File: config.mk
export PLATFORM = sky130hd
export DESIGN_NAME = synth_top
export DESIGN_NICKNAME = d
export VERILOG_FILES = /design/src/verilog/synth_pkg.sv /design/src/verilog/envelope_gen.sv /design/src/verilog/note_dispatch.sv /design/src/verilog/synth_top.sv /design/src/verilog/voice_mixer.sv /design/src/verilog/voice_osc.sv /design/src/verilog/wave_rom.sv
export SDC_FILE = /design/constraint.sdc
export NUM_CORES = 2
export LEC_CHECK = 0
export BUFFER_PORTS_ARGS = -buffer_cell sky130_fd_sc_hd__buf_4
export CORE_MARGIN = 5
export CORE_UTILIZATION = 45
export DETAILED_ROUTE_END_ITERATION = 12
export PLACE_DENSITY_LB_ADDON = 0.12
export SETUP_SLACK_MARGIN = 0.15
export SLEW_MARGIN = 0
export SYNTH_ARGS = -nofsm -noshare
export SYNTH_HDL_FRONTEND = slang
export SYNTH_SLANG_ARGS = --single-unit
File: constraint.sdc
create_clock -name ms_clk -period 6.88 [get_ports ms_clk]
set_clock_uncertainty 0.05 [all_clocks]
set_input_delay 1.72 -clock ms_clk [delete_from_list [all_inputs] [get_ports ms_clk]]
set_output_delay 1.72 -clock ms_clk [all_outputs]
set_load 0.05 [all_outputs]
File: src/verilog/synth_pkg.sv
package synth_pkg;

    // Voice and command buffer sizing
    localparam int NUM_VOICES     = 4;
    localparam int CMD_FIFO_DEPTH = 4;                           // Also the host's initial credits
    localparam int TICK_DIV       = 24;                          // ms_clk cycles per envelope tick

    // Datapath widths
    localparam int PHASE_W    = 24;
    localparam int SAMPLE_W   = 16;
    localparam int GAIN_W     = 16;
    localparam int RATE_W     = 8;
    localparam int ROM_ADDR_W = 6;                               // Quarter-wave table index
    localparam int VOICE_ID_W = $clog2(NUM_VOICES);
    localparam int MIX_W      = SAMPLE_W + $clog2(NUM_VOICES);   // Headroom for the full sum

    // Derived counter widths
    localparam int CMD_PTR_W  = $clog2(CMD_FIFO_DEPTH);          // Depth is a power of two
    localparam int CMD_CNT_W  = $clog2(CMD_FIFO_DEPTH + 1);
    localparam int TICK_CNT_W = $clog2(TICK_DIV);

    // Amplitude limits
    localparam int SAMPLE_MAX = 32767;
    localparam int SAMPLE_MIN = -32768;
    localparam int GAIN_MAX   = 65535;
    localparam int RATE_SHIFT = 8;                               // Envelope step is rate * 256

    // First quadrant of sine, sampled at bin centres so no entry is zero
    localparam logic [SAMPLE_W-2:0] SINE_QTAB [2**ROM_ADDR_W] = '{
          402,  1206,  2009,  2811,  3612,  4410,  5205,  5998,
         6786,  7571,  8351,  9126,  9896, 10659, 11417, 12167,
        12910, 13645, 14372, 15090, 15800, 16499, 17189, 17869,
        18537, 19195, 19841, 20475, 21096, 21705, 22301, 22884,
        23452, 24007, 24547, 25072, 25582, 26077, 26556, 27019,
        27466, 27896, 28310, 28706, 29085, 29447, 29791, 30117,
        30424, 30714, 30985, 31237, 31470, 31685, 31880, 32057,
        32213, 32351, 32469, 32567, 32646, 32705, 32745, 32765
    };

    typedef logic        [PHASE_W-1:0]    phase_t;      // Phase and per-cycle increment
    typedef logic signed [SAMPLE_W-1:0]   sample_t;
    typedef logic        [GAIN_W-1:0]     gain_t;
    typedef logic        [RATE_W-1:0]     rate_t;       // Gain step per tick, in units of 256
    typedef logic        [VOICE_ID_W-1:0] voice_id_t;
    typedef logic signed [MIX_W-1:0]      mix_t;

    typedef enum logic [1:0] {
        SHAPE_SINE,
        SHAPE_SQUARE,
        SHAPE_SAW
    } wave_shape_e;

    typedef enum logic {
        OP_NOTE_ON,
        OP_NOTE_OFF
    } note_op_e;

    typedef enum logic [1:0] {
        ENV_IDLE,
        ENV_ATTACK,
        ENV_SUSTAIN,
        ENV_RELEASE
    } env_state_e;

    // One host command
    typedef struct packed {
        note_op_e    op;
        voice_id_t   voice;
        wave_shape_e shape;
        phase_t      freq;
        rate_t       attack_rate;
        rate_t       release_rate;
    } note_cmd_t;

    // Per-voice strobes plus the payload of the popped command
    typedef struct packed {
        logic        note_on;
        logic        note_off;
        wave_shape_e shape;
        phase_t      freq;
        rate_t       attack_rate;
        rate_t       release_rate;
    } voice_ctrl_t;

endpackage

File: src/verilog/envelope_gen.sv
module envelope_gen (
    input  logic             ms_clk,
    input  logic             arst_n,
    input  logic             note_on,
    input  logic             note_off,
    input  synth_pkg::rate_t attack_rate,
    input  synth_pkg::rate_t release_rate,
    input  logic             env_tick,
    output synth_pkg::gain_t gain,
    output logic             busy
);

    synth_pkg::env_state_e state;
    synth_pkg::rate_t      atk_rate_q;                         // Held from the note-on
    synth_pkg::rate_t      rel_rate_q;                         // Held from the note-off
    synth_pkg::gain_t      atk_step;
    synth_pkg::gain_t      rel_step;
    logic [synth_pkg::GAIN_W:0] up_sum;                        // One extra bit for overflow

    // Zero rate would stall the envelope, so it counts as one
    assign atk_step = synth_pkg::gain_t'((atk_rate_q == '0) ? 8'd1 : atk_rate_q)
                      << synth_pkg::RATE_SHIFT;
    assign rel_step = synth_pkg::gain_t'((rel_rate_q == '0) ? 8'd1 : rel_rate_q)
                      << synth_pkg::RATE_SHIFT;
    assign up_sum   = {1'b0, gain} + {1'b0, atk_step};

    always_ff @(posedge ms_clk) begin
        if (note_on) atk_rate_q <= attack_rate;
        if (note_off) rel_rate_q <= release_rate;
    end

    always_ff @(posedge ms_clk or negedge arst_n) begin
        if (!arst_n) begin
            state <= synth_pkg::ENV_IDLE;
            gain  <= '0;
        end else if (note_on) begin                            // Retrigger from any state
            state <= synth_pkg::ENV_ATTACK;
            gain  <= '0;
        end else if (note_off && state != synth_pkg::ENV_IDLE) begin
            state <= synth_pkg::ENV_RELEASE;                   // Gain ramps down from here
        end else if (env_tick) begin
            case (state)
                synth_pkg::ENV_ATTACK: begin
                    if (up_sum >= synth_pkg::GAIN_MAX) begin
                        gain  <= synth_pkg::gain_t'(synth_pkg::GAIN_MAX);
                        state <= synth_pkg::ENV_SUSTAIN;
                    end else begin
                        gain <= up_sum[synth_pkg::GAIN_W-1:0];
                    end
                end
                synth_pkg::ENV_RELEASE: begin
                    if (gain <= rel_step) begin
                        gain  <= '0;
                        state <= synth_pkg::ENV_IDLE;
                    end else begin
                        gain <= gain - rel_step;
                    end
                end
                default: ;                                     // Sustain and idle hold
            endcase
        end
    end

    assign busy = (state != synth_pkg::ENV_IDLE);

    // An idle voice must be silent, the voice relies on it
    a_idle_gain_zero: assert property (@(posedge ms_clk) disable iff (!arst_n)
        (state == synth_pkg::ENV_IDLE) |-> (gain == '0));

endmodule

File: src/verilog/note_dispatch.sv
module note_dispatch (
    input  logic                   ms_clk,
    input  logic                   arst_n,
    input  synth_pkg::note_cmd_t   cmd,
    input  logic                   cmd_valid,
    output logic                   cmd_credit,
    output synth_pkg::voice_ctrl_t voice_ctrl [synth_pkg::NUM_VOICES],
    output logic                   env_tick
);

    synth_pkg::note_cmd_t             fifo_mem [synth_pkg::CMD_FIFO_DEPTH];
    logic [synth_pkg::CMD_PTR_W-1:0]  wr_ptr;
    logic [synth_pkg::CMD_PTR_W-1:0]  rd_ptr;
    logic [synth_pkg::CMD_CNT_W-1:0]  fill;                    // Entries held
    logic [synth_pkg::TICK_CNT_W-1:0] tick_cnt;
    synth_pkg::note_cmd_t             head;
    logic                             pop;
    logic [2*synth_pkg::NUM_VOICES-1:0] strobes;               // Every note_on and note_off

    assign head = fifo_mem[rd_ptr];
    assign pop  = (fill != '0);                                // Drain one per cycle

    always_ff @(posedge ms_clk) begin
        if (cmd_valid) fifo_mem[wr_ptr] <= cmd;
    end

    // Pointers wrap on their own, depth is a power of two
    always_ff @(posedge ms_clk or negedge arst_n) begin
        if (!arst_n) begin
            wr_ptr <= '0;
            rd_ptr <= '0;
            fill   <= '0;
        end else begin
            if (cmd_valid) wr_ptr <= wr_ptr + 1'b1;
            if (pop) rd_ptr <= rd_ptr + 1'b1;
            case ({cmd_valid, pop})
                2'b10:   fill <= fill + 1'b1;
                2'b01:   fill <= fill - 1'b1;
                default: ;                                     // Both or neither
            endcase
        end
    end

    // Credit and the voice strobe leave together
    always_ff @(posedge ms_clk or negedge arst_n) begin
        if (!arst_n) begin
            cmd_credit <= 1'b0;
            voice_ctrl <= '{default: '0};
        end else begin
            cmd_credit <= pop;
            for (int v = 0; v < synth_pkg::NUM_VOICES; v++) begin
                voice_ctrl[v].note_on  <= pop && (head.op == synth_pkg::OP_NOTE_ON) &&
                                          (head.voice == synth_pkg::voice_id_t'(v));
                voice_ctrl[v].note_off <= pop && (head.op == synth_pkg::OP_NOTE_OFF) &&
                                          (head.voice == synth_pkg::voice_id_t'(v));
                if (pop) begin                                 // Payload goes to all voices
                    voice_ctrl[v].shape        <= head.shape;
                    voice_ctrl[v].freq         <= head.freq;
                    voice_ctrl[v].attack_rate  <= head.attack_rate;
                    voice_ctrl[v].release_rate <= head.release_rate;
                end
            end
        end
    end

    // Envelope tick, one pulse per TICK_DIV cycles
    always_ff @(posedge ms_clk or negedge arst_n) begin
        if (!arst_n) begin
            tick_cnt <= '0;
            env_tick <= 1'b0;
        end else if (tick_cnt == synth_pkg::TICK_CNT_W'(synth_pkg::TICK_DIV - 1)) begin
            tick_cnt <= '0;
            env_tick <= 1'b1;
        end else begin
            tick_cnt <= tick_cnt + 1'b1;
            env_tick <= 1'b0;
        end
    end

    always_comb begin
        for (int v = 0; v < synth_pkg::NUM_VOICES; v++) begin
            strobes[2*v]   = voice_ctrl[v].note_on;
            strobes[2*v+1] = voice_ctrl[v].note_off;
        end
    end

    // Host must hold back once its credits are spent
    a_no_write_full: assert property (@(posedge ms_clk) disable iff (!arst_n)
        cmd_valid |-> (fill < synth_pkg::CMD_CNT_W'(synth_pkg::CMD_FIFO_DEPTH)));

    // Exactly one voice strobe per credit and none between credits
    a_credit_from_pop: assert property (@(posedge ms_clk) disable iff (!arst_n)
        cmd_credit ? $onehot(strobes) : (strobes == '0));

endmodule

File: src/verilog/synth_top.sv
module synth_top (
    input  logic                            ms_clk,
    input  logic                            arst_n,
    input  synth_pkg::note_cmd_t            cmd,
    input  logic                            cmd_valid,
    output logic                            cmd_credit,
    output synth_pkg::sample_t              audio_out,
    output logic [synth_pkg::NUM_VOICES-1:0] voice_busy
);

    synth_pkg::voice_ctrl_t voice_ctrl   [synth_pkg::NUM_VOICES];
    synth_pkg::sample_t     voice_sample [synth_pkg::NUM_VOICES];
    logic                   env_tick;                          // Shared by every envelope

    note_dispatch note_dispatch_inst (
        .ms_clk     (ms_clk),
        .arst_n     (arst_n),
        .cmd        (cmd),
        .cmd_valid  (cmd_valid),
        .cmd_credit (cmd_credit),
        .voice_ctrl (voice_ctrl),
        .env_tick   (env_tick)
    );

    // One oscillator per voice slot
    for (genvar g = 0; g < synth_pkg::NUM_VOICES; g++) begin : g_voice
        voice_osc voice_osc_inst (
            .ms_clk   (ms_clk),
            .arst_n   (arst_n),
            .ctrl     (voice_ctrl[g]),
            .env_tick (env_tick),
            .sample   (voice_sample[g]),
            .busy     (voice_busy[g])
        );
    end

    voice_mixer voice_mixer_inst (
        .ms_clk       (ms_clk),
        .arst_n       (arst_n),
        .voice_sample (voice_sample),
        .audio_out    (audio_out)
    );

endmodule

File: src/verilog/voice_mixer.sv
module voice_mixer (
    input  logic               ms_clk,
    input  logic               arst_n,
    input  synth_pkg::sample_t voice_sample [synth_pkg::NUM_VOICES],
    output synth_pkg::sample_t audio_out
);

    synth_pkg::mix_t mix_sum;                                  // Cannot overflow at this width

    always_comb begin
        mix_sum = '0;
        for (int v = 0; v < synth_pkg::NUM_VOICES; v++) begin
            mix_sum = mix_sum + voice_sample[v];               // Sign-extended add
        end
    end

    // Clip to the sample range
    always_ff @(posedge ms_clk or negedge arst_n) begin
        if (!arst_n) begin
            audio_out <= '0;
        end else if (mix_sum > synth_pkg::SAMPLE_MAX) begin
            audio_out <= synth_pkg::sample_t'(synth_pkg::SAMPLE_MAX);
        end else if (mix_sum < synth_pkg::SAMPLE_MIN) begin
            audio_out <= synth_pkg::sample_t'(synth_pkg::SAMPLE_MIN);
        end else begin
            audio_out <= synth_pkg::sample_t'(mix_sum);
        end
    end

endmodule

File: src/verilog/voice_osc.sv
module voice_osc (
    input  logic                   ms_clk,
    input  logic                   arst_n,
    input  synth_pkg::voice_ctrl_t ctrl,
    input  logic                   env_tick,
    output synth_pkg::sample_t     sample,
    output logic                   busy
);

    synth_pkg::phase_t      phase;
    synth_pkg::phase_t      freq_q;
    synth_pkg::wave_shape_e shape_q;
    synth_pkg::wave_shape_e shape_d1;                          // Aligned with the ROM output
    synth_pkg::sample_t     sine_data;
    synth_pkg::sample_t     alt_q;                             // Square or saw, registered
    synth_pkg::sample_t     wave;
    synth_pkg::gain_t       gain;
    logic signed [synth_pkg::SAMPLE_W+synth_pkg::GAIN_W:0] scaled;

    // Phase accumulator, wraps naturally
    always_ff @(posedge ms_clk or negedge arst_n) begin
        if (!arst_n) begin
            phase   <= '0;
            shape_q <= synth_pkg::SHAPE_SINE;
        end else if (ctrl.note_on) begin
            phase   <= '0;                                     // Every note starts at phase 0
            shape_q <= ctrl.shape;
        end else if (busy) begin
            phase <= phase + freq_q;
        end
    end

    always_ff @(posedge ms_clk) begin
        if (ctrl.note_on) freq_q <= ctrl.freq;
    end

    wave_rom wave_rom_inst (
        .ms_clk (ms_clk),
        .phase  (phase),
        .data   (sine_data)
    );

    // Computed shapes share the ROM's one-cycle latency
    always_ff @(posedge ms_clk) begin
        shape_d1 <= shape_q;
        if (shape_q == synth_pkg::SHAPE_SQUARE) begin
            alt_q <= phase[synth_pkg::PHASE_W-1] ?
                     -synth_pkg::sample_t'(synth_pkg::SAMPLE_MAX) :
                      synth_pkg::sample_t'(synth_pkg::SAMPLE_MAX);
        end else begin
            alt_q <= phase[synth_pkg::PHASE_W-1 -: synth_pkg::SAMPLE_W];  // Saw, top bits signed
        end
    end

    assign wave = (shape_d1 == synth_pkg::SHAPE_SINE) ? sine_data : alt_q;

    envelope_gen envelope_gen_inst (
        .ms_clk       (ms_clk),
        .arst_n       (arst_n),
        .note_on      (ctrl.note_on),
        .note_off     (ctrl.note_off),
        .attack_rate  (ctrl.attack_rate),
        .release_rate (ctrl.release_rate),
        .env_tick     (env_tick),
        .gain         (gain),
        .busy         (busy)
    );

    // Gain is unsigned, widen it with a zero sign bit
    assign scaled = wave * $signed({1'b0, gain});

    // Idle gain is zero so this is silent when idle
    always_ff @(posedge ms_clk or negedge arst_n) begin
        if (!arst_n) begin
            sample <= '0;
        end else begin
            sample <= synth_pkg::sample_t'(scaled >>> synth_pkg::GAIN_W);
        end
    end

endmodule

File: src/verilog/wave_rom.sv
module wave_rom (
    input  logic               ms_clk,
    input  synth_pkg::phase_t  phase,
    output synth_pkg::sample_t data
);

    logic [1:0]                       quadrant;
    logic [synth_pkg::ROM_ADDR_W-1:0] raw_addr;
    logic [synth_pkg::ROM_ADDR_W-1:0] addr;
    logic [synth_pkg::SAMPLE_W-2:0]   mag;
    synth_pkg::sample_t               mag_s;

    // Top two phase bits pick the quadrant
    assign quadrant = phase[synth_pkg::PHASE_W-1 -: 2];

    // Next bits index inside the quarter wave
    assign raw_addr = phase[synth_pkg::PHASE_W-3 -: synth_pkg::ROM_ADDR_W];

    // Quadrants 1 and 3 run the table backwards
    assign addr  = quadrant[0] ? ~raw_addr : raw_addr;
    assign mag   = synth_pkg::SINE_QTAB[addr];
    assign mag_s = synth_pkg::sample_t'({1'b0, mag});          // Always positive here

    // Second half of the period is the negative lobe
    always_ff @(posedge ms_clk) begin
        data <= quadrant[1] ? -mag_s : mag_s;
    end

endmodule
==> results.json <==
{
  "status": "finished, final reports clean",
  "yosysSeqAreaShare": 0.2793,
  "vias_per_cell": 5.515,
  "slowest_stage": "fa_1",
  "ys_seq_elements": 768,
  "cts-buffers-inserted": 89,
  "io_buffers": 68,
  "utilization": 0.5015,
  "grt_max_degree": 119,
  "drc": 0,
  "fmax_mhz": 151.2,
  "die_h_um": 411.3,
  "rsz0062_at_grt": "true",
  "synth_top_family_by_area": "adder cells",
  "first_global_vias": 55350,
  "cap_violations": 0,
  "async_reset_ff_frac": 0.3802,
  "gp_congestion": 0.9134,
  "vias": 54590,
  "synthSimpleGateAreaFrac": 0.1391,
  "cp-start-kind": "flop",
  "dpl.cell_count": 9697,
  "synthAdderAreaFrac": 0.2978,
  "antenna_found_initial": 10,
  "h-tree-depth": 3,
  "min_path_type": "flop to flop",
  "rows": 147,
  "multi_input_area_sq_um": 47930,
  "synth-compound-area-share": 0.1341,
  "die-width_um": 411.3,
  "tightest_slew_ns": 1.275,
  "synth_nets": 8983,
  "final_cells": 9899,
  "finalSetupViolations": 0,
  "yosys_warnings": 0,
  "initial_core_util": 0.4518,
  "track_usage": 0.2370,
  "crit_top_cell": "fa_1",
  "max_stage_delay_ns": 0.53,
  "clk_latency_ns": 0.72,
  "io_pins": 69,
  "dp_hpwl_um": 153500,
  "die_area_sq_um": 169200,
  "fin_crit_sh": 0.9615,
  "synth_xor_area_frac": 0.04432,
  "cp_num_buf_inv": 6,
  "cts_tree": "done",
  "area_delta_synth_final_pct": 11.00,
  "drive_above_1_share": 0.1088,
  "synth_ff_type": "edfxtp_1",
  "criticalPathCategory": "flop to flop",
  "finalCriticalPeriod_ns": 6.615,
  "ant_nets": 0,
  "cts.sinks": 768,
  "clk_pin_slew_ns": 0.06,
  "end_kind": "flop",
  "hold_viol": 0,
  "nFillCells": 15000,
  "core-area_sq_um": 160400,
  "slew_viol_final": 0,
  "cts.path.max_buffers": 3,
  "cp.arrival_ns": 7.15,
  "grt_overflow": 0,
  "cts_root_buf": "clkbuf_16",
  "wl_per_cell_um": 20.30,
  "routed_wl_um": 201000,
  "syn_inst": 7604,
  "synth_edf_count": 340,
  "muxShareOfSynthArea": 0.03436,
  "syn_avg_cell_area_sq_um": 9.530,
  "slew_headroom": 0.1479,
  "critPathMaxFanout": 4,
  "grt_pass1_wl_um": 318800,
  "finalNetCount": 9038,
  "drtIter0Drc": 4132,
  "syn-cell-area_sq_um": 72470,
  "required_ns": 7.42,
  "synth.distinct_cells": 96,
  "firstDrtPassIters": 6,
  "seq_area_sq_um": 20260,
  "cp_top_family": "adder cells"
}
==> path summary, 6_finish.rpt <==
kind                            slack (ns)                                  start  depth (start not counted)                               endpoint
worst max-delay path                  0.26  g_voice[3].voice_osc_inst.shape_d1[1]                         26   g_voice[3].voice_osc_inst.sample[13]
worst min-delay path                  0.34   g_voice[2].voice_osc_inst.shape_q[0]                          0  g_voice[2].voice_osc_inst.shape_d1[0]
worst max register to register        0.26  g_voice[3].voice_osc_inst.shape_d1[1]                         26   g_voice[3].voice_osc_inst.sample[13]
worst min register to register        0.34   g_voice[2].voice_osc_inst.shape_q[0]                          0  g_voice[2].voice_osc_inst.shape_d1[0]
max in group asynchronous             4.56                                 arst_n                          2    g_voice[2].voice_osc_inst.phase[19]
min in group asynchronous             0.96                                 arst_n                          1   g_voice[3].voice_osc_inst.sample[15]
==> cell usage in the layout, fill, tap and decap left out, types with 104 or more instances in the layout <==
cell type and instances:
nand2b_1 104, and2_1 201, xor2_1 123, nor2b_1 117, a21o_1 175, inv_1 946, ha_1 661, edfxtp_1 340
xnor2_1 231, dfrtp_1 281, buf_4 318, nor2_1 346, o21ai_0 239, nand2_1 881, fa_1 642, dfxtp_1 132
a21oi_1 425
==> layout make-up <==
class	count	area share
multi-input combinational	5491	0.5959
sequential	768	0.2519
inverter	972	0.04539
clock buffer	131	0.03362
tap	2160	0.03360
timing repair buffer	337	0.03334
clock inverter	37	0.006129
antenna	3	0.00009333
==> synth_stat cells, drive strengths merged (30+ instances only) <==
library cell	count	area, sq um
inv	967	3630
nand2	885	3322
ha	677	8471
fa	654	13090
a21oi	441	2207
nor2	360	1361
edfxtp	340	10210
dfrtp	292	7307
clkbuf	283	1062
o21ai	262	1311
xnor2	237	2076
and2	216	1351
a21o	175	1314
dfxtp	136	2723
xor2	128	1136
nor2b	117	732.0
nand2b	104	650.6
nor3	97	485.5
nand3	92	460.4
buf	90	434.2
a31oi	70	437.9
mux2	70	788.3
o21a	60	450.4
mux4	56	1261
a211oi	55	412.9
o211ai	55	412.9
or2	52	325.3
mux2i	44	440.4
o21bai	41	307.8
nand4	36	225.2
o22ai	35	219.0
a21boi	34	255.3
nor4	34	212.7
o31ai	34	260.3
or3	33	211.5
and3	30	187.7
==> registers in the layout, summed over array words and instances, names as in the netlist, 3 cells and up <==
name	count
note_dispatch_inst.fifo_mem	180
g_voice.voice_osc_inst.freq_q	96
g_voice.voice_osc_inst.phase	96
g_voice.voice_osc_inst.alt_q	64
g_voice.voice_osc_inst.sample	64
g_voice.voice_osc_inst.wave_rom_inst.data	64
note_dispatch_inst.voice_ctrl	50
g_voice.voice_osc_inst.envelope_gen_inst.gain	36
g_voice.voice_osc_inst.envelope_gen_inst.atk_rate_q	32
g_voice.voice_osc_inst.envelope_gen_inst.rel_rate_q	32
voice_mixer_inst.audio_out	16
g_voice.voice_osc_inst.envelope_gen_inst.state	8
g_voice.voice_osc_inst.shape_d1	8
g_voice.voice_osc_inst.shape_q	8
note_dispatch_inst.tick_cnt	5
note_dispatch_inst.fill	3
==> metrics by stage <==
stage	cell area, sq um	setup slack, ns	hold WS, ns	setup TNS (ns)
2_1_floorplan	72490	0.1027	0.2954	0
3_3_place_gp	76130	-0.1032	0.3560	-0.1116
3_5_place_dp	76130	-0.1210	0.3475	-0.1922
4_1_cts	79500	0.1350	0.3227	0
5_1_grt	80430	-0.01413	0.3608	-0.01413
6_report	80430	0.2649	0.3370	0
==> routing by layer <==
layer / vias up / track usage / wire length (um)
met3: 230 / 0.02828 / 9589
met5: - / 0 / 0
li1: 25810 / - / -
met1: 27150 / 0.3465 / 95640
met2: 1394 / 0.3797 / 91510
met4: 0 / 0.05202 / 4238
==> worst register-to-register path: stages, from the launching register on <==
cell and delay [ns]:
dfxtp_4 0.35, nor2_4 0.18, buf_12 0.14, mux2_2 0.36, and2_1 0.18, fa_1 0.53, inv_1 0.06, fa_1 0.52
fa_1 0.51, inv_1 0.05, fa_1 0.45, fa_1 0.49, inv_1 0.05, fa_1 0.47, inv_1 0.07, ha_4 0.22
a21oi_1 0.15, o21ai_2 0.10, nand3_2 0.07, nand2_2 0.07, nor4_4 0.36, nor4_2 0.09, buf_4 0.16, or3_4 0.36
a21o_1 0.21, a21oi_2 0.14, xnor2_1 0.12
==> kinds of logic after synthesis <==
group	after synthesis
xor gates and xnor gates	365
and+or+nand+nor	2125
AOI/OAI and AO/OA	1498
adders and majority gates	1333
DFF	768
muxes	170
buffers and inverters	1345
==> what timing repair did <==
| item | 4_1_cts | 5_1_grt |
|---|---|---|
| resized for setup | 34 | 160 |
| pin swaps | 11 | 61 |
| endpoints found under the setup margin | 21 | 38 |
| buffers inserted | 3 | 26 |
| gates cloned | 0 | 2 |
| hold buffers | 0 | 0 |
Power is left out: the tool's default activity adds up to more than one toggle a clock period on the data nets, which glitch-free logic cannot reach.
